File: src/rv_core_pkg.sv
// Shared widths, opcodes, control encodings and instruction formats; referenced by scoped name.
package rv_core_pkg;

  localparam int unsigned XLEN       = 64;
  localparam int unsigned INST_W     = 32;
  localparam int unsigned REG_ADDR_W = 5;
  localparam int unsigned NUM_REGS   = 2 ** REG_ADDR_W;

  localparam logic [XLEN-1:0] RESET_PC = 64'h0000_0000_8000_0000;
  localparam logic [XLEN-1:0] INST_BYTES = 64'd4; // pc step and jal link offset

  // major opcodes
  localparam logic [6:0] OPC_OP_IMM = 7'b001_0011;
  localparam logic [6:0] OPC_OP     = 7'b011_0011;
  localparam logic [6:0] OPC_LUI    = 7'b011_0111;
  localparam logic [6:0] OPC_AUIPC  = 7'b001_0111;
  localparam logic [6:0] OPC_JAL    = 7'b110_1111;
  localparam logic [6:0] OPC_SYSTEM = 7'b111_0011;

  localparam logic [2:0] F3_ADD     = 3'b000; // addi, add, sub
  localparam logic [2:0] F3_PRIV    = 3'b000; // ecall/ebreak group
  localparam logic [6:0] F7_ADD     = 7'b000_0000;
  localparam logic [6:0] F7_SUB     = 7'b010_0000;
  localparam logic [11:0] IMM_EBREAK = 12'h001;

  typedef enum logic [1:0] {
    ALU_ADD    = 2'd0,
    ALU_SUB    = 2'd1,
    ALU_PASS_B = 2'd2, // lui
    ALU_NONE   = 2'd3
  } alu_op_e;

  typedef enum logic {
    A_REG = 1'b0,
    A_PC  = 1'b1
  } a_sel_e;

  typedef enum logic [1:0] {
    B_REG  = 2'd0,
    B_IMM  = 2'd1,
    B_FOUR = 2'd2 // jal link value
  } b_sel_e;

  typedef struct packed {
    logic [6:0] funct7;
    logic [4:0] rs2;
    logic [4:0] rs1;
    logic [2:0] funct3;
    logic [4:0] rd;
    logic [6:0] opcode;
  } r_fmt_t;

  typedef struct packed {
    logic [11:0] imm12;
    logic [4:0]  rs1;
    logic [2:0]  funct3;
    logic [4:0]  rd;
    logic [6:0]  opcode;
  } i_fmt_t;

  // u and j share the layout, only the immediate bit order differs
  typedef struct packed {
    logic [19:0] imm20;
    logic [4:0]  rd;
    logic [6:0]  opcode;
  } uj_fmt_t;

  typedef union packed {
    r_fmt_t  r_fmt;
    i_fmt_t  i_fmt;
    uj_fmt_t uj_fmt;
  } inst_u;

endpackage

File: src/rv_dec_if.sv
// Decoded instruction controls passed from the decode unit to the register file, ALU and top level.
interface rv_dec_if;

  logic [rv_core_pkg::REG_ADDR_W-1:0] ra;
  logic [rv_core_pkg::REG_ADDR_W-1:0] rb;
  logic [rv_core_pkg::REG_ADDR_W-1:0] rd;
  logic [rv_core_pkg::XLEN-1:0]       imm;
  rv_core_pkg::a_sel_e                a_sel;
  rv_core_pkg::b_sel_e                b_sel;
  rv_core_pkg::alu_op_e               alu_op;
  logic                               wen;
  logic                               is_jal;
  logic                               is_ebreak;
  logic                               is_illegal;

  modport dec (
    output ra, rb, rd, imm, a_sel, b_sel, alu_op,
    output wen, is_jal, is_ebreak, is_illegal
  );

  modport exe (
    input a_sel, b_sel, alu_op, imm
  );

  modport rf (
    input ra, rb, rd
  );

endinterface

File: src/rv_regfile.sv
// Integer register file; two asynchronous read ports, one clocked write port, x0 hardwired to zero.
module rv_regfile (
  input  logic                         i_clk,
  input  logic                         i_arst_n,
  rv_dec_if.rf                         rf,
  input  logic                         i_we,
  input  logic [rv_core_pkg::XLEN-1:0] i_wdata,
  output logic [rv_core_pkg::XLEN-1:0] o_rdata_a,
  output logic [rv_core_pkg::XLEN-1:0] o_rdata_b
);

  // no storage behind x0
  logic [rv_core_pkg::XLEN-1:0] regs [1:rv_core_pkg::NUM_REGS-1];

  always_ff @(posedge i_clk or negedge i_arst_n) begin
    if (!i_arst_n) begin
      for (int i = 1; i < rv_core_pkg::NUM_REGS; i++) begin
        regs[i] <= '0;
      end
    end else if (i_we && (rf.rd != '0)) begin // writes to x0 dropped
      regs[rf.rd] <= i_wdata;
    end
  end

  always_comb begin
    if (rf.ra == '0) begin
      o_rdata_a = '0;
    end else begin
      o_rdata_a = regs[rf.ra];
    end
  end

  always_comb begin
    if (rf.rb == '0) begin
      o_rdata_b = '0;
    end else begin
      o_rdata_b = regs[rf.rb];
    end
  end

endmodule

File: src/flat_wrapper.sv
// flat-port wrapper written by rule: the top's interface ports become plain ports
module rv_regfile_flat 
  (i_clk, i_arst_n, i_we, i_wdata, o_rdata_a, o_rdata_b, rf_ra, rf_rb, rf_rd);
  rv_dec_if rf_i ();
  input  logic i_clk;
  input  logic i_arst_n;
  input  logic i_we;
  input  logic [rv_core_pkg::XLEN-1:0] i_wdata;
  output logic [rv_core_pkg::XLEN-1:0] o_rdata_a;
  output logic [rv_core_pkg::XLEN-1:0] o_rdata_b;
  input wire logic [$bits(rf_i.ra)-1:0] rf_ra;
  input wire logic [$bits(rf_i.rb)-1:0] rf_rb;
  input wire logic [$bits(rf_i.rd)-1:0] rf_rd;
  assign rf_i.ra = rf_ra;
  assign rf_i.rb = rf_rb;
  assign rf_i.rd = rf_rd;
  rv_regfile u_core (.i_clk(i_clk), .i_arst_n(i_arst_n), .rf(rf_i), .i_we(i_we), .i_wdata(i_wdata), .o_rdata_a(o_rdata_a), .o_rdata_b(o_rdata_b));
endmodule
File: config.mk
export PLATFORM = sky130hd
export DESIGN_NAME = rv_regfile_flat
export DESIGN_NICKNAME = d
export VERILOG_FILES = /design/src/rv_core_pkg.sv /design/src/rv_dec_if.sv /design/src/rv_regfile.sv /design/src/flat_wrapper.sv
export SDC_FILE = /design/constraint.sdc
export NUM_CORES = 2
export LEC_CHECK = 0
export BUFFER_PORTS_ARGS = -buffer_cell sky130_fd_sc_hd__buf_2
export CAP_MARGIN = 0
export CORE_AREA = 2 2 430 390
export DETAILED_ROUTE_END_ITERATION = 8
export DIE_AREA = 0 0 432 392
export PLACE_DENSITY_LB_ADDON = 0.1
export SKIP_LAST_GASP = 1
export SYNTH_ARGS = -nofsm -noshare
export SYNTH_HDL_FRONTEND = slang
export SYNTH_SLANG_ARGS = --single-unit
File: constraint.sdc
create_clock -name i_clk -period 3.5 [get_ports i_clk]
set_clock_uncertainty 0.2 [all_clocks]
set_input_delay 0.7 -clock i_clk [delete_from_list [all_inputs] [get_ports i_clk]]
set_output_delay 0.7 -clock i_clk [all_outputs]
set_load 0.005 [all_outputs]
==> results.py <==
metrics = {
    "run_status": {
        "outcome": "finished with violations",
        "violations": "negative setup slack",
    },
    "drt": {
        "wl_per_cell_um": 37.6,
        "drt_pre_antenna_iters": 6,
        "vias": 73100,
        "route.detailed.drc": 0,
        "wl_mm": 363,
        "via_per_inst": 7.57,
        "drtAntennaViolNets": 0,
        "dr.first_iter.drc_count": 10100,
    },
    "clock_network": {
        "clkTransAtPathRegs_ns": 0.06,
        "clock-root-buffer": "clkbuf_16",
        "cts_buffers": 202,
        "clock_sinks": 1984,
        "clk-insertion-delay-late_ns": 0.84,
        "h-tree-depth": 4,
        "cts_tree": "yes",
        "clock_path_buffers": 3,
    },
    "sta": {
        "period_share_pct": 102,
        "period_needed_ns": 3.56,
        "fin_setup_tns_ns": -0.466,
        "rsz0062_at_grt": "true",
        "hold_viol_final": 0,
        "max_freq_mhz": 281,
        "whs_ns": 0.207,
        "worst_pin_slew_ns": 0.977,
        "setup_viol": 17,
        "fin_ws_ns": -0.0560,
        "relSlewSlack_pct": 34.3,
        "slew_violations": 0,
    },
    "pwr": {
        "leakage_nw": 53.7,
        "p_per_area_nw_per_um2": 563,
        "p_total_mw": 69.1,
        "peakVddDrop_v": 0.000495,
    },
    "logic_synthesis": {
        "avgSynthCellArea_um2": 15.1,
        "ys_warn_count": 0,
        "synthArstFlopShare_pct": 100,
        "synth_cell_type_count": 47,
        "syn_nets": 7048,
        "synth-seq-area-share_pct": 47.3,
        "yosys-top-cells-area": "dfrtp_1, mux2_2, mux4_2, clkbuf_1, a22oi_1",
        "synth.most_common_cell": "mux2_2",
        "synthCells": 6966,
        "syn_area_um2": 105000,
        "synth-edff-count": 0,
        "synth_seq_cells": 1984,
        "synth_top_cell_by_area": "dfrtp_1",
        "synth_top_area_share_pct": 47.3,
        "synth_commonest_cells": "mux2_2, dfrtp_1, mux4_2",
        "ys.flop_type": "dfrtp_1",
    },
    "placed_design": {
        "port_buffers": 209,
        "placed_area_um2": 114000,
        "gp_congestion": 0.875,
        "dp_hpwl_mm": 215,
        "post-place-ws_ns": -0.177,
        "dp.cells": 9177,
    },
    "run": {
        "drv_cap": 0,
    },
    "floorplan": {
        "initial_utilization_pct": 63.6,
        "pin_count": 210,
        "rows": 142,
        "die_x_um": 432,
        "design.core.area_um2": 165000,
        "die_y_um": 392,
        "dieArea_um2": 169000,
    },
    "setup_path": {
        "worstSetupStartpointType": "primary input",
        "cp_data_arrival_time_ns": 2.66,
        "reg2reg_depth": 2,
        "startpoint": "rf_rb[0]",
        "reg2reg_to": "u_core.regs[250]",
        "cp-end-kind": "output pin",
        "r2r-start": "u_core.regs[250]",
        "ff2ff_setup_slack_ns": 2.38,
        "cp-endpoint": "o_rdata_b[21]",
        "crit_fanout": 7,
        "worstPathRequired_ns": 2.60,
        "critPathKind": "in2out",
    },
    "layout": {
        "layout.cells.non_filler": 9663,
        "multi_input_area_um2": 52600,
        "num-fill-cells": 10100,
        "top_register": "u_core.regs",
        "seq_area_um2": 49600,
        "fin_util_pct": 74.4,
        "layout.nets": 7400,
        "largest_register_ffs": 1984,
        "design_area_um2": 123000,
        "top_regs": "u_core.regs: 1984 flops",
        "drive_above_1_share_pct": 59.4,
        "synthToLayoutAreaGrowth_pct": 16.9,
    },
    "hold_path": {
        "hold_path_class": "in2async",
    },
    "grt": {
        "antenna_found_initial": 29,
        "grt_pass1_vias": 74500,
        "grt_max_degree": 120,
        "track_usage_pct": 42.8,
        "grt_pass1_wl_mm": 523,
        "grt_overflow": 0,
    },
}
-- worst min path at each step --
stage | startpoint | to | slack [ns] | cells past startpoint
final | i_arst_n | u_core.regs[1174] | 0.21 | 2
after floorplan | i_arst_n | u_core.regs[0] | 0.20 | 0
after global placement | u_core.regs[1548] | u_core.regs[1548] | 0.28 | 1
after detailed placement | u_core.regs[1551] | u_core.regs[1551] | 0.30 | 1
after CTS | i_arst_n | u_core.regs[1238] | 0.20 | 2
after global routing | i_arst_n | u_core.regs[1494] | 0.22 | 2
-- placed cells by master, fill, tap and decap left out, drive strengths merged, types with 5 or more instances in the layout --
cell type | synthesis | routed
a22o | 57 | 57
nor2b | 12 | 12
inv | 3 | 11
mux2i | 135 | 135
o21ai | 153 | 153
bufinv | 0 | 23
clkbuf | 458 | 307
diode | 0 | 16
a211oi | 19 | 19
nor2 | 64 | 64
o211ai | 5 | 5
mux2 | 2175 | 2175
clkinv | 2 | 45
buf | 323 | 909
nor3 | 35 | 35
dfrtp | 1984 | 1984
o22ai | 111 | 111
a221oi | 61 | 61
nand2b | 6 | 6
clkinvlp | 0 | 8
a31oi | 30 | 30
a211o | 47 | 47
o31ai | 19 | 19
and2 | 22 | 22
a21boi | 45 | 45
mux4 | 846 | 846
a22oi | 195 | 195
a221o | 5 | 5
nand2 | 72 | 72
o221a | 54 | 54
-- final cells by class --
type,count,share of cell area [%]
Antenna cell,16,0.0326
Multi-Input combinational cell,4196,42.8
Clock inverter,82,0.856
Tap cell,2160,2.20
Inverter,5,0.0255
Clock buffer,291,4.89
Sequential cell,1984,40.4
Timing Repair Buffer,929,8.71
-- report_power, final --
group          internal, mW  total (mW)  switching, mW
Clock                  13.6        23.0           9.48
Combinational          9.11        15.1           5.99
Sequential             27.4        31.0           3.55
-- per-layer routing --
metal  part of all wire (%)  track usage [%]
met1                     37             56.9
met2                     45             63.8
met3                     12             12.4
met4                    6.4             24.2
met5                  0.025                0
-- timing repair --
| item | 4_1_cts | 5_1_grt |
|---|---|---|
| endpoints found under the hold margin | 28 | 0 |
| endpoints found under the setup margin | 63 | 87 |
| gates cloned | 13 | 17 |
| pin swaps | 17 | 29 |
| hold buffers | 1 | 0 |
| resized for setup | 66 | 96 |
| buffers inserted | 21 | 48 |
-- cells by family after synthesis --
family                 share of synthesized area (%)
AOI/OAI and AO/OA                               5.68
DFF                                             47.3
and+or+nand+nor                                 1.04
muxes                                           42.8
buffers and inverters                           3.24
-- worst max-delay path, stage by stage --
cell and delay, ns:
buf_16 0.15, buf_16 0.18, bufbuf_16 0.29, mux4_2 0.50, a22oi_1 0.14, a21boi_0 0.10, a211o_1 0.40, buf_6 0.17
(Power assumes the default switching activity.)
