## config.mk

```make
export PLATFORM = sky130hd
export DESIGN_NAME = rv_alu_flat
export DESIGN_NICKNAME = d
export VERILOG_FILES = /design/src/rv_core_pkg.sv /design/src/rv_dec_if.sv /design/src/rv_alu.sv /design/src/flat_wrapper.sv
export SDC_FILE = /design/constraint.sdc
export NUM_CORES = 1
export LEC_CHECK = 0
export BUFFER_PORTS_ARGS = -buffer_cell sky130_fd_sc_hd__buf_2
export CAP_MARGIN = 20
export CORE_ASPECT_RATIO = 1.1
export CORE_MARGIN = 10
export CORE_UTILIZATION = 45
export DETAILED_ROUTE_END_ITERATION = 6
export GPL_TIMING_DRIVEN = 0
export PLACE_DENSITY = 0.79
export SLEW_MARGIN = 20
export SYNTH_ARGS = -nofsm -noshare
export SYNTH_HDL_FRONTEND = slang
export SYNTH_SLANG_ARGS = --single-unit
```

## constraint.sdc

```tcl
create_clock -name vclk -period 7.9
set_clock_uncertainty 0.15 [all_clocks]
set_input_delay 0.395 -clock vclk [all_inputs]
set_output_delay 0.395 -clock vclk [all_outputs]
set_load 0.02 [all_outputs]
```

## src/rv_core_pkg.sv

```systemverilog
// Shared widths, opcodes, control encodings and instruction formats; referenced by scoped name.
package rv_core_pkg;

  localparam int unsigned XLEN       = 64;
  localparam int unsigned INST_W     = 32;
  localparam int unsigned REG_ADDR_W = 5;
  localparam int unsigned NUM_REGS   = 2 ** REG_ADDR_W;

  localparam logic [XLEN-1:0] RESET_PC = 64'h0000_0000_8000_0000;
  localparam logic [XLEN-1:0] INST_BYTES = 64'd4; // pc step and jal link offset

  // major opcodes
  localparam logic [6:0] OPC_OP_IMM = 7'b001_0011;
  localparam logic [6:0] OPC_OP     = 7'b011_0011;
  localparam logic [6:0] OPC_LUI    = 7'b011_0111;
  localparam logic [6:0] OPC_AUIPC  = 7'b001_0111;
  localparam logic [6:0] OPC_JAL    = 7'b110_1111;
  localparam logic [6:0] OPC_SYSTEM = 7'b111_0011;

  localparam logic [2:0] F3_ADD     = 3'b000; // addi, add, sub
  localparam logic [2:0] F3_PRIV    = 3'b000; // ecall/ebreak group
  localparam logic [6:0] F7_ADD     = 7'b000_0000;
  localparam logic [6:0] F7_SUB     = 7'b010_0000;
  localparam logic [11:0] IMM_EBREAK = 12'h001;

  typedef enum logic [1:0] {
    ALU_ADD    = 2'd0,
    ALU_SUB    = 2'd1,
    ALU_PASS_B = 2'd2, // lui
    ALU_NONE   = 2'd3
  } alu_op_e;

  typedef enum logic {
    A_REG = 1'b0,
    A_PC  = 1'b1
  } a_sel_e;

  typedef enum logic [1:0] {
    B_REG  = 2'd0,
    B_IMM  = 2'd1,
    B_FOUR = 2'd2 // jal link value
  } b_sel_e;

  typedef struct packed {
    logic [6:0] funct7;
    logic [4:0] rs2;
    logic [4:0] rs1;
    logic [2:0] funct3;
    logic [4:0] rd;
    logic [6:0] opcode;
  } r_fmt_t;

  typedef struct packed {
    logic [11:0] imm12;
    logic [4:0]  rs1;
    logic [2:0]  funct3;
    logic [4:0]  rd;
    logic [6:0]  opcode;
  } i_fmt_t;

  // u and j share the layout, only the immediate bit order differs
  typedef struct packed {
    logic [19:0] imm20;
    logic [4:0]  rd;
    logic [6:0]  opcode;
  } uj_fmt_t;

  typedef union packed {
    r_fmt_t  r_fmt;
    i_fmt_t  i_fmt;
    uj_fmt_t uj_fmt;
  } inst_u;

endpackage

```

## src/rv_dec_if.sv

```systemverilog
// Decoded instruction controls passed from the decode unit to the register file, ALU and top level.
interface rv_dec_if;

  logic [rv_core_pkg::REG_ADDR_W-1:0] ra;
  logic [rv_core_pkg::REG_ADDR_W-1:0] rb;
  logic [rv_core_pkg::REG_ADDR_W-1:0] rd;
  logic [rv_core_pkg::XLEN-1:0]       imm;
  rv_core_pkg::a_sel_e                a_sel;
  rv_core_pkg::b_sel_e                b_sel;
  rv_core_pkg::alu_op_e               alu_op;
  logic                               wen;
  logic                               is_jal;
  logic                               is_ebreak;
  logic                               is_illegal;

  modport dec (
    output ra, rb, rd, imm, a_sel, b_sel, alu_op,
    output wen, is_jal, is_ebreak, is_illegal
  );

  modport exe (
    input a_sel, b_sel, alu_op, imm
  );

  modport rf (
    input ra, rb, rd
  );

endinterface

```

## src/rv_alu.sv

```systemverilog
// Execute stage ALU; picks operands from registers, pc, immediate or four and adds, subtracts or passes.
module rv_alu (
  rv_dec_if.exe                        exe,
  input  logic [rv_core_pkg::XLEN-1:0] i_rs1,
  input  logic [rv_core_pkg::XLEN-1:0] i_rs2,
  input  logic [rv_core_pkg::XLEN-1:0] i_pc,
  output logic [rv_core_pkg::XLEN-1:0] o_result
);

  logic [rv_core_pkg::XLEN-1:0] op_a;
  logic [rv_core_pkg::XLEN-1:0] op_b;

  always_comb begin
    case (exe.a_sel)
      rv_core_pkg::A_PC: op_a = i_pc;  // auipc, jal
      default:           op_a = i_rs1;
    endcase
  end

  always_comb begin
    case (exe.b_sel)
      rv_core_pkg::B_REG:  op_b = i_rs2;
      rv_core_pkg::B_IMM:  op_b = exe.imm;
      rv_core_pkg::B_FOUR: op_b = rv_core_pkg::INST_BYTES;
      default:             op_b = '0;
    endcase
  end

  always_comb begin
    case (exe.alu_op)
      rv_core_pkg::ALU_ADD:    o_result = op_a + op_b;
      rv_core_pkg::ALU_SUB:    o_result = op_a - op_b;
      rv_core_pkg::ALU_PASS_B: o_result = op_b;
      default:                 o_result = '0; // ebreak, illegal
    endcase
  end

endmodule

```

## src/flat_wrapper.sv

```systemverilog
// flat-port wrapper written by rule: the top's interface ports become plain ports
module rv_alu_flat 
  (i_rs1, i_rs2, i_pc, o_result, exe_a_sel, exe_b_sel, exe_alu_op, exe_imm);
  rv_dec_if exe_i ();
  input  logic [rv_core_pkg::XLEN-1:0] i_rs1;
  input  logic [rv_core_pkg::XLEN-1:0] i_rs2;
  input  logic [rv_core_pkg::XLEN-1:0] i_pc;
  output logic [rv_core_pkg::XLEN-1:0] o_result;
  input wire logic [$bits(exe_i.a_sel)-1:0] exe_a_sel;
  input wire logic [$bits(exe_i.b_sel)-1:0] exe_b_sel;
  input wire logic [$bits(exe_i.alu_op)-1:0] exe_alu_op;
  input wire logic [$bits(exe_i.imm)-1:0] exe_imm;
  assign exe_i.a_sel = exe_a_sel;
  assign exe_i.b_sel = exe_b_sel;
  assign exe_i.alu_op = exe_alu_op;
  assign exe_i.imm = exe_imm;
  rv_alu u_core (.exe(exe_i), .i_rs1(i_rs1), .i_rs2(i_rs2), .i_pc(i_pc), .o_result(o_result));
endmodule
```

==> flow_metrics.py <==
metrics = {
    "final_layout": {
        "nets": 1836,
        "fin_area_sq_mm": 0.0100,
        "register_area_sq_um": 0,
        "final_cells": 1746,
        "clkbuf_count": 0,
        "area.growth.synth_to_final_pct": 25.1,
        "mostFrequentLayoutCell": "buf_2",
        "final_cell_mix": "buf_2, nor2_1, nand2_1",
        "diodes": 0,
        "drive_gt1_share_pct": 30.0,
        "flops_and_latches": 0,
    },
    "critical_path": {
        "cp_max_fo": 19,
        "critPathMaxStageDelay_ns": 0.43,
        "cp-end-kind": "output pin",
        "critPathSlowestCell": "o41ai_2",
        "path_class": "in -> out",
        "crit_top_cell": "buf_4",
        "startpoint_type": "input pin",
        "required_ns": 7.36,
        "crit_arrival_ns": 7.12,
    },
    "logic_synthesis": {
        "yosys.area_share.simple_pct": 24.6,
        "syn_nets": 1513,
        "synth_mux_area_share_pct": 17.2,
        "yosys.area_share.xor_xnor_pct": 13.2,
        "ys_seq_area_share_pct": 0,
        "synth_compound_area_share_pct": 28.8,
        "syn_area_sq_mm": 0.00800,
        "synth_top_family_by_area": "compound AO/OA/AOI/OAI gates",
        "yosys_warnings": 0,
        "syn_avg_cell_area_sq_um": 6.74,
        "synthCells": 1187,
        "synthDistinctLibCells": 71,
        "synthAdderAreaFrac_pct": 10.3,
    },
    "timing": {
        "hold_violations": 0,
        "drv_slew": 0,
        "fmaxAchievable_mhz": 131,
        "tns_ns": 0,
        "slew_headroom_pct": 27.3,
        "rsz0062_at_grt": "false",
        "worst_pin_slew_ns": 1.09,
        "finalSetupViolations": 0,
        "finalCritPeriodShare_pct": 97.0,
        "fin_worst_hold_slack_ns": 1.17,
        "fin_crit_ns": 7.66,
    },
    "route": {
        "drtIter0Drc": 1254,
        "vias": 10867,
        "drc_errors": 0,
        "viasPerCell": 6.22,
        "detail_route.wl_per_cell_um": 23.7,
        "antenna_left": 0,
        "firstDrtPassIters": 5,
        "drt-total-wl_um": 41500,
    },
    "floorplanning": {
        "io_pins": 325,
        "row_count": 51,
        "coreArea_sq_mm": 0.0176,
        "initial_core_util_pct": 45.4,
        "die-area_sq_mm": 0.0235,
        "fp.dieH_um": 160,
        "die_x_um": 147,
    },
    "min_path": {
        "holdPathEnd": "o_result[63]",
        "hold_class": "in -> out",
        "hold-path-cell-count": 4,
        "hp-start": "exe_alu_op[0]",
    },
    "grt": {
        "grt_pass1_wl_um": 61400,
        "grtUsageMet1_pct": 37.0,
        "antenna_found_initial": 1,
        "grt_max_degree": 20,
        "top_usage_layer": "met2",
        "grtUsageTotal_pct": 32.4,
        "grtUsageMet3_pct": 7.07,
        "grt_overflow_total": 0,
        "first_global_vias": 10914,
        "use_met2_pct": 55.1,
    },
    "placed_design": {
        "dp_cells": 1748,
        "place_area_sq_mm": 0.00991,
        "io_buffer_count": 323,
        "place_congestion": 1.03,
        "dpl.hpwl_um": 34000,
    },
    "pwr": {
        "peakVddDrop_uv": 58.5,
        "power.share.switching_pct": 62.0,
        "power_frac_seq_pct": 0,
        "power_w": 0.00125,
        "p_clk_share_pct": 0,
        "switchingPower_w": 0.000777,
        "combPwrFrac_pct": 100.0,
        "power.density_mw_per_mm2": 125,
        "p_int_w": 0.000475,
        "cellLeakagePower_nw": 4.76,
    },
    "clocking": {
        "cts_hold_buf": 0,
    },
    "run": {
        "cap_violations": 0,
    },
    "run_status": {
        "run_status": "finished clean",
    },
}
-- cell usage after synthesis, types with 6 or more instances --
master    instances  area (sq um)
nor2_1          135           507
nand2_1         116           435
a21oi_1          93           465
o21ai_0          80           400
mux2_2           68           766
ha_1             64           801
xnor2_1          64           561
mux2i_1          60           601
xor2_1           55           482
clkbuf_1         48           180
nor3_1           44           220
inv_1            35           131
a21o_1           32           240
a211oi_1         23           173
nand4_1          23           144
o21bai_1         18           135
o22ai_1          15          93.8
a31oi_1          14          87.6
buf_2            14          70.1
nand3_1          14          70.1
o211ai_1         13          97.6
a22o_1           12           105
nand2b_1         11          68.8
and2_1            9          56.3
o21a_1            9          67.6
or2_2             8          50.1
or3_1             8          50.1
nor2b_1           7          43.8
nor3b_1           7          52.6
nor4_1            7          43.8
o21ai_1           6          30.0
o31ai_1           6          45.0
-- power groups by stage --
stage                     combinational [W]  clock (W)  sequential, W
after detailed placement            0.00121          0              0
after CTS                           0.00122          0              0
after floorplan                    0.000828          0              0
after global routing                0.00135          0              0
final                               0.00125          0              0
after global placement              0.00121          0              0
-- worst max-delay path by stage --
stage,startpoint,end,slack (ns),cells after the start
detailed placement,exe_b_sel[1],o_result[53],-1.81,28
finish,exe_b_sel[1],o_result[63],0.24,29
floorplan,exe_b_sel[0],o_result[45],0.56,29
global placement,exe_b_sel[1],o_result[53],-1.93,28
CTS,exe_b_sel[0],o_result[60],0.0009,30
global route,exe_b_sel[1],o_result[60],0.02,27
-- final cells by class --
| type | count | area, sq um |
|---|---|---|
| Buffer | 68 | 353 |
| Fill cell | 1813 | 7610 |
| Inverter | 36 | 135 |
| Multi-Input combinational cell | 1078 | 7580 |
| Tap cell | 238 | 298 |
| Timing Repair Buffer | 326 | 1640 |
-- through the flow --
| stage | setup slack [ns] | utilization, % |
|---|---|---|
| 5_1_grt | 0.0209 | 56.8 |
| 4_1_cts | 0.000890 | 56.5 |
| 2_1_floorplan | 0.558 | - |
| 3_5_place_dp | -1.81 | 56.3 |
| 6_report | 0.239 | 56.8 |
| 3_3_place_gp | -1.93 | 56.3 |
-- critical path: cells and delay by family --
family | cells | cell delay, ns
XOR/XNOR | 1 | 0.16
AO/OA/AOI/OAI | 10 | 2.21
buffers and inverters | 9 | 2.28
adder cells (fa/ha/maj) | 2 | 0.45
AND/OR/NAND/NOR | 7 | 1.59
-- cells by family (layout without fill, tap and decap cells) --
family,count (synthesis),count (layout)
AO/OA/AOI/OAI,359,359
AND/OR/NAND/NOR,405,405
XOR/XNOR,120,120
buffers and inverters,109,430
multiplexers,129,129
adder cells (fa/ha/maj),65,65
-- metal layers --
metal	up-vias	wire (um)
li1	4995	-
met1	4999	15500
met2	720	19100
met3	151	4200
met4	2	2690
met5	-	16
-- timing repair --
action,4_1_cts,5_1_grt
gates resized for setup,20,10
setup buffers,0,3
setup endpoints to repair,45,18
pin swaps,0,4
Note: power is estimated with default switching activity, not from simulation.
