[config.mk]
export PLATFORM = sky130hd
export DESIGN_NAME = rv_idu_flat
export DESIGN_NICKNAME = d
export VERILOG_FILES = /design/src/rv_core_pkg.sv /design/src/rv_dec_if.sv /design/src/rv_idu.sv /design/src/flat_wrapper.sv
export SDC_FILE = /design/constraint.sdc
export NUM_CORES = 1
export LEC_CHECK = 0
export ABC_AREA = 1
export ABC_CLOCK_PERIOD_IN_PS = 3600
export BUFFER_PORTS_ARGS = -buffer_cell sky130_fd_sc_hd__buf_2
export CORE_UTILIZATION = 33
export DETAILED_ROUTE_END_ITERATION = 16
export PLACE_DENSITY = 0.81
export REMOVE_ABC_BUFFERS = 1
export SYNTH_ARGS = -nofsm -noshare
export SYNTH_HDL_FRONTEND = slang
export SYNTH_SLANG_ARGS = --single-unit
[constraint.sdc]
create_clock -name vclk -period 3.6
set_input_delay 0.72 -clock vclk [all_inputs]
set_output_delay 0.72 -clock vclk [all_outputs]
set_load 0.02 [all_outputs]
[src/rv_core_pkg.sv]
// Shared widths, opcodes, control encodings and instruction formats; referenced by scoped name.
package rv_core_pkg;

  localparam int unsigned XLEN       = 64;
  localparam int unsigned INST_W     = 32;
  localparam int unsigned REG_ADDR_W = 5;
  localparam int unsigned NUM_REGS   = 2 ** REG_ADDR_W;

  localparam logic [XLEN-1:0] RESET_PC = 64'h0000_0000_8000_0000;
  localparam logic [XLEN-1:0] INST_BYTES = 64'd4; // pc step and jal link offset

  // major opcodes
  localparam logic [6:0] OPC_OP_IMM = 7'b001_0011;
  localparam logic [6:0] OPC_OP     = 7'b011_0011;
  localparam logic [6:0] OPC_LUI    = 7'b011_0111;
  localparam logic [6:0] OPC_AUIPC  = 7'b001_0111;
  localparam logic [6:0] OPC_JAL    = 7'b110_1111;
  localparam logic [6:0] OPC_SYSTEM = 7'b111_0011;

  localparam logic [2:0] F3_ADD     = 3'b000; // addi, add, sub
  localparam logic [2:0] F3_PRIV    = 3'b000; // ecall/ebreak group
  localparam logic [6:0] F7_ADD     = 7'b000_0000;
  localparam logic [6:0] F7_SUB     = 7'b010_0000;
  localparam logic [11:0] IMM_EBREAK = 12'h001;

  typedef enum logic [1:0] {
    ALU_ADD    = 2'd0,
    ALU_SUB    = 2'd1,
    ALU_PASS_B = 2'd2, // lui
    ALU_NONE   = 2'd3
  } alu_op_e;

  typedef enum logic {
    A_REG = 1'b0,
    A_PC  = 1'b1
  } a_sel_e;

  typedef enum logic [1:0] {
    B_REG  = 2'd0,
    B_IMM  = 2'd1,
    B_FOUR = 2'd2 // jal link value
  } b_sel_e;

  typedef struct packed {
    logic [6:0] funct7;
    logic [4:0] rs2;
    logic [4:0] rs1;
    logic [2:0] funct3;
    logic [4:0] rd;
    logic [6:0] opcode;
  } r_fmt_t;

  typedef struct packed {
    logic [11:0] imm12;
    logic [4:0]  rs1;
    logic [2:0]  funct3;
    logic [4:0]  rd;
    logic [6:0]  opcode;
  } i_fmt_t;

  // u and j share the layout, only the immediate bit order differs
  typedef struct packed {
    logic [19:0] imm20;
    logic [4:0]  rd;
    logic [6:0]  opcode;
  } uj_fmt_t;

  typedef union packed {
    r_fmt_t  r_fmt;
    i_fmt_t  i_fmt;
    uj_fmt_t uj_fmt;
  } inst_u;

endpackage

[src/rv_dec_if.sv]
// Decoded instruction controls passed from the decode unit to the register file, ALU and top level.
interface rv_dec_if;

  logic [rv_core_pkg::REG_ADDR_W-1:0] ra;
  logic [rv_core_pkg::REG_ADDR_W-1:0] rb;
  logic [rv_core_pkg::REG_ADDR_W-1:0] rd;
  logic [rv_core_pkg::XLEN-1:0]       imm;
  rv_core_pkg::a_sel_e                a_sel;
  rv_core_pkg::b_sel_e                b_sel;
  rv_core_pkg::alu_op_e               alu_op;
  logic                               wen;
  logic                               is_jal;
  logic                               is_ebreak;
  logic                               is_illegal;

  modport dec (
    output ra, rb, rd, imm, a_sel, b_sel, alu_op,
    output wen, is_jal, is_ebreak, is_illegal
  );

  modport exe (
    input a_sel, b_sel, alu_op, imm
  );

  modport rf (
    input ra, rb, rd
  );

endinterface

[src/rv_idu.sv]
// Instruction decode unit; turns one instruction word into register indices, immediate and controls.
module rv_idu (
  input  rv_core_pkg::inst_u i_inst,
  rv_dec_if.dec              dec
);

  logic [rv_core_pkg::XLEN-1:0] imm_i;
  logic [rv_core_pkg::XLEN-1:0] imm_u;
  logic [rv_core_pkg::XLEN-1:0] imm_j;
  logic [19:0]                  imm20;
  logic [6:0]                   opcode;
  logic                         ebreak_match;

  assign opcode = i_inst.r_fmt.opcode;
  assign imm20  = i_inst.uj_fmt.imm20;

  // register indices come straight from the r-type slots
  assign dec.ra = i_inst.r_fmt.rs1;
  assign dec.rb = i_inst.r_fmt.rs2;
  assign dec.rd = i_inst.r_fmt.rd;

  assign imm_i = {{52{i_inst.i_fmt.imm12[11]}}, i_inst.i_fmt.imm12};
  assign imm_u = {{32{imm20[19]}}, imm20, 12'b0};
  // j layout inside imm20: [19]=imm[20], [18:9]=imm[10:1], [8]=imm[11], [7:0]=imm[19:12]
  assign imm_j = {{44{imm20[19]}}, imm20[7:0], imm20[8], imm20[18:9], 1'b0};

  // ebreak is a fixed word, every field has to match
  assign ebreak_match = (i_inst.i_fmt.imm12  == rv_core_pkg::IMM_EBREAK) &&
                        (i_inst.i_fmt.rs1    == '0) &&
                        (i_inst.i_fmt.funct3 == rv_core_pkg::F3_PRIV) &&
                        (i_inst.i_fmt.rd     == '0);

  always_comb begin
    dec.imm        = '0;
    dec.a_sel      = rv_core_pkg::A_REG;
    dec.b_sel      = rv_core_pkg::B_REG;
    dec.alu_op     = rv_core_pkg::ALU_NONE;
    dec.wen        = 1'b0;
    dec.is_jal     = 1'b0;
    dec.is_ebreak  = 1'b0;
    dec.is_illegal = 1'b0;

    case (opcode)
      rv_core_pkg::OPC_OP_IMM: begin
        if (i_inst.i_fmt.funct3 == rv_core_pkg::F3_ADD) begin // addi
          dec.imm    = imm_i;
          dec.b_sel  = rv_core_pkg::B_IMM;
          dec.alu_op = rv_core_pkg::ALU_ADD;
          dec.wen    = 1'b1;
        end else begin
          dec.is_illegal = 1'b1;
        end
      end

      rv_core_pkg::OPC_OP: begin
        if (i_inst.r_fmt.funct3 != rv_core_pkg::F3_ADD) begin
          dec.is_illegal = 1'b1;
        end else if (i_inst.r_fmt.funct7 == rv_core_pkg::F7_ADD) begin
          dec.alu_op = rv_core_pkg::ALU_ADD;
          dec.wen    = 1'b1;
        end else if (i_inst.r_fmt.funct7 == rv_core_pkg::F7_SUB) begin
          dec.alu_op = rv_core_pkg::ALU_SUB;
          dec.wen    = 1'b1;
        end else begin
          dec.is_illegal = 1'b1; // other funct7, e.g. mul
        end
      end

      rv_core_pkg::OPC_LUI: begin
        dec.imm    = imm_u;
        dec.b_sel  = rv_core_pkg::B_IMM;
        dec.alu_op = rv_core_pkg::ALU_PASS_B;
        dec.wen    = 1'b1;
      end

      rv_core_pkg::OPC_AUIPC: begin
        dec.imm    = imm_u;
        dec.a_sel  = rv_core_pkg::A_PC;
        dec.b_sel  = rv_core_pkg::B_IMM;
        dec.alu_op = rv_core_pkg::ALU_ADD;
        dec.wen    = 1'b1;
      end

      rv_core_pkg::OPC_JAL: begin
        dec.imm    = imm_j;                // used by the target adder in the top
        dec.a_sel  = rv_core_pkg::A_PC;
        dec.b_sel  = rv_core_pkg::B_FOUR;  // alu makes the link value
        dec.alu_op = rv_core_pkg::ALU_ADD;
        dec.wen    = 1'b1;
        dec.is_jal = 1'b1;
      end

      rv_core_pkg::OPC_SYSTEM: begin
        if (ebreak_match) begin
          dec.is_ebreak = 1'b1;
        end else begin
          dec.is_illegal = 1'b1; // ecall, csr ops
        end
      end

      default: begin
        dec.is_illegal = 1'b1;
      end
    endcase
  end

endmodule

[src/flat_wrapper.sv]
// flat-port wrapper written by rule: the top's interface ports become plain ports
module rv_idu_flat 
  (i_inst, dec_ra, dec_rb, dec_rd, dec_imm, dec_a_sel, dec_b_sel, dec_alu_op, dec_wen, dec_is_jal, dec_is_ebreak, dec_is_illegal);
  rv_dec_if dec_i ();
  input  rv_core_pkg::inst_u i_inst;
  output wire logic [$bits(dec_i.ra)-1:0] dec_ra;
  output wire logic [$bits(dec_i.rb)-1:0] dec_rb;
  output wire logic [$bits(dec_i.rd)-1:0] dec_rd;
  output wire logic [$bits(dec_i.imm)-1:0] dec_imm;
  output wire logic [$bits(dec_i.a_sel)-1:0] dec_a_sel;
  output wire logic [$bits(dec_i.b_sel)-1:0] dec_b_sel;
  output wire logic [$bits(dec_i.alu_op)-1:0] dec_alu_op;
  output wire logic [$bits(dec_i.wen)-1:0] dec_wen;
  output wire logic [$bits(dec_i.is_jal)-1:0] dec_is_jal;
  output wire logic [$bits(dec_i.is_ebreak)-1:0] dec_is_ebreak;
  output wire logic [$bits(dec_i.is_illegal)-1:0] dec_is_illegal;
  assign dec_ra = dec_i.ra;
  assign dec_rb = dec_i.rb;
  assign dec_rd = dec_i.rd;
  assign dec_imm = dec_i.imm;
  assign dec_a_sel = dec_i.a_sel;
  assign dec_b_sel = dec_i.b_sel;
  assign dec_alu_op = dec_i.alu_op;
  assign dec_wen = dec_i.wen;
  assign dec_is_jal = dec_i.is_jal;
  assign dec_is_ebreak = dec_i.is_ebreak;
  assign dec_is_illegal = dec_i.is_illegal;
  rv_idu u_core (.i_inst(i_inst), .dec(dec_i));
endmodule
==> impl_results.md <==
* Outcome: completed
* Req. time, crit path at around 2.9 ns
* RSZ-0062 raised after global routing: no
* Max cap viols at 0
* Slew headroom at 0.632
* Startpoint Class: input port
* Top cells by area, synth: buf_4 39%, nor2_1 12%, inv_1 11%
* Vias in the first global route at between 700 and 800
* Final GP Congestion at 0.762
* Comb pwr share at 1.000
* Clock share of power at 0
* CP peak stage delay at roughly 0.33 ns
* Routed vias/inst at 4.16
* Setup TNS Final at 0 ns
* Number of clock buffers in the layout at 0
* Final min period at ~2.9 ns
* Synth Cell Area at around 900 sq um
* Layout area overhead at 30.4%
* Fin crit share at 0.805
* HP Class: input port to output port
* Synth top area share at 0.387
* Core Region at between 2000 and 3000 sq um
* Critical path capture point type: output port
* Finished Layout Cells at between 200 and 300
* Largest area contributor in the netlist: buf_4
* Total wire length at between 2 and 3 mm
* Mean area per synthesized cell at approximately 5.7 sq um
* Power Density at ~70 nW/um^2
* Critical path type: input port to output port
* DR vias at between 1000 and 1500
* Synth cell types at 17
* Worst VDD drop at about 40 uV
* Fmax at roughly 350 MHz
* Slowest stage cell, crit path: nand2_1
* Chip height at about 55 um
* Switch share at 0.641
* Largest net degree at the start of global routing at 34
* Buffers & Inverters on Critical Path at 3
* Yosys warning count at 0
* Mean routed wirelength per cell at between 9 and 10 um
* Initial antenna violation count at 0
* Initial core utilization at 0.358
* WHS at around 1.7 ns
* CP max FO at 11
* Post-Syn Instances at roughly 160
* Most instantiated cells after synthesis: 47 x buf_4, 29 x nor2_1, 26 x inv_1
* NumNets Final at approximately 270
* Dpl cells at ~260
* Hold path startpoint: i_inst[16]
* IO Pins at 120
* Psw at between 0.05 and 0.06 mW
* DR DRC count at 0
* First-pass GRT wire length at 3.30 mm
* Worst min-delay path endpoint: dec_ra[1]
* Seq_cells at 0
* Die area at 2970 sq um
* Endpoints failing setup at 0
* DR pass1 iterations at 4
* Cell count along the critical path at 9
* Hold path cells at 2
* Die X at 54.5 um
* Post-CTS Hold Fix Bufs at 0
* Sequential cell area fraction in the yosys report at 0
* Diodes inserted at 0
* Final hold violations at 0
* All-layer global routing usage at 0.146
* 1st-iter DRT viols at 15
* Max-slew violations at 0
* Layout cell share with drive strength beyond 1 at 0.597
* Input/output buffers at 120
* Most common cell in the netlist: buf_4
* Register share of total power at 0
* Setup Fix Bufs, Post-CTS at 0
* CP delay by family, top: simple AND/OR/NAND/NOR gates
* Int Pwr at 0.0296 mW
* LEAKAGE at 0.915 nW
* Dpl ws at just over 0.7 ns
* Register Area at 0 sq um
* Global route total overflow at 0
* Slew @ Worst Pin at approximately 0.55 ns
* Row Count at 18
* WP data arrival at 2.18 ns
* PnR worst setup slack at approximately 0.7 ns
* DRT antenna net count at 0
* Hpwl dp at between 2 and 2.5 mm
* CP Cell Sequence: buf_2 > inv_1 > nand3_1 > nor2_1 > nand2_2 > nand2_2 > nand2_1 > o21ai_1 > buf_2
* Post-CTS sizing at 0
cell usage in the layout (no fill, tap or decap):
master,instances
buf_2,120
nor2_1,29
inv_1,26
nand2_1,14
nand3_1,12
o21ai_2,10
o21ai_1,6
o21ai_0,5
inv_2,3
nand2_2,2
nor3_4,1
a21oi_4,1
nor2_4,1
nor3_1,1
a21boi_1,1
buf_4,1
power by group through the flow:
stage	clock (mW)	sequential [mW]	combinational, mW
CTS	0	0	0.0830
finish	0	0	0.0824
global route	0	0	0.0916
detailed placement	0	0	0.0829
global placement	0	0	0.0820
floorplan	0	0	0.0308
logic make-up after synthesis:
kind of cell / after synthesis / share of synthesized area
buffers and inverters: 78 / 0.525
and+or+nand+nor: 60 / 0.293
AOI/OAI and AO/OA: 23 / 0.183
routing by layer:
metal | track usage | share of wire | up-vias
met1 | 0.180 | 0.40 | 455
li1 | - | - | 592
met4 | 0 | 0 | 0
met2 | 0.291 | 0.52 | 47
met3 | 0.00278 | 0.078 | 0
met5 | 0 | 0 | -
through the flow:
step / area (sq um) / power [mW] / util
floorplan: 542 / 0.0308 / -
CTS: 1190 / 0.0830 / 0.467
global placement: 1190 / 0.0820 / 0.467
detailed placement: 1190 / 0.0829 / 0.467
global route: 1190 / 0.0916 / 0.467
finish: 1190 / 0.0824 / 0.467
cell type report:
class	count	area (sq um)
fillers	290	1360
repair buffers	121	608
multi-input cells	83	433
inverters	29	109
well taps	30	37.5
how the worst max path moves through the flow:
stage / endpoint / slack, ns / from
6_report: dec_imm[21] / 0.70 / i_inst[6]
5_1_grt: dec_imm[21] / 0.52 / i_inst[6]
4_1_cts: dec_imm[21] / 0.71 / i_inst[6]
3_5_place_dp: dec_imm[21] / 0.71 / i_inst[6]
3_3_place_gp: dec_imm[21] / 0.79 / i_inst[6]
2_1_floorplan: dec_imm[31] / -7.43 / i_inst[1]
(Power assumes the default switching activity.)
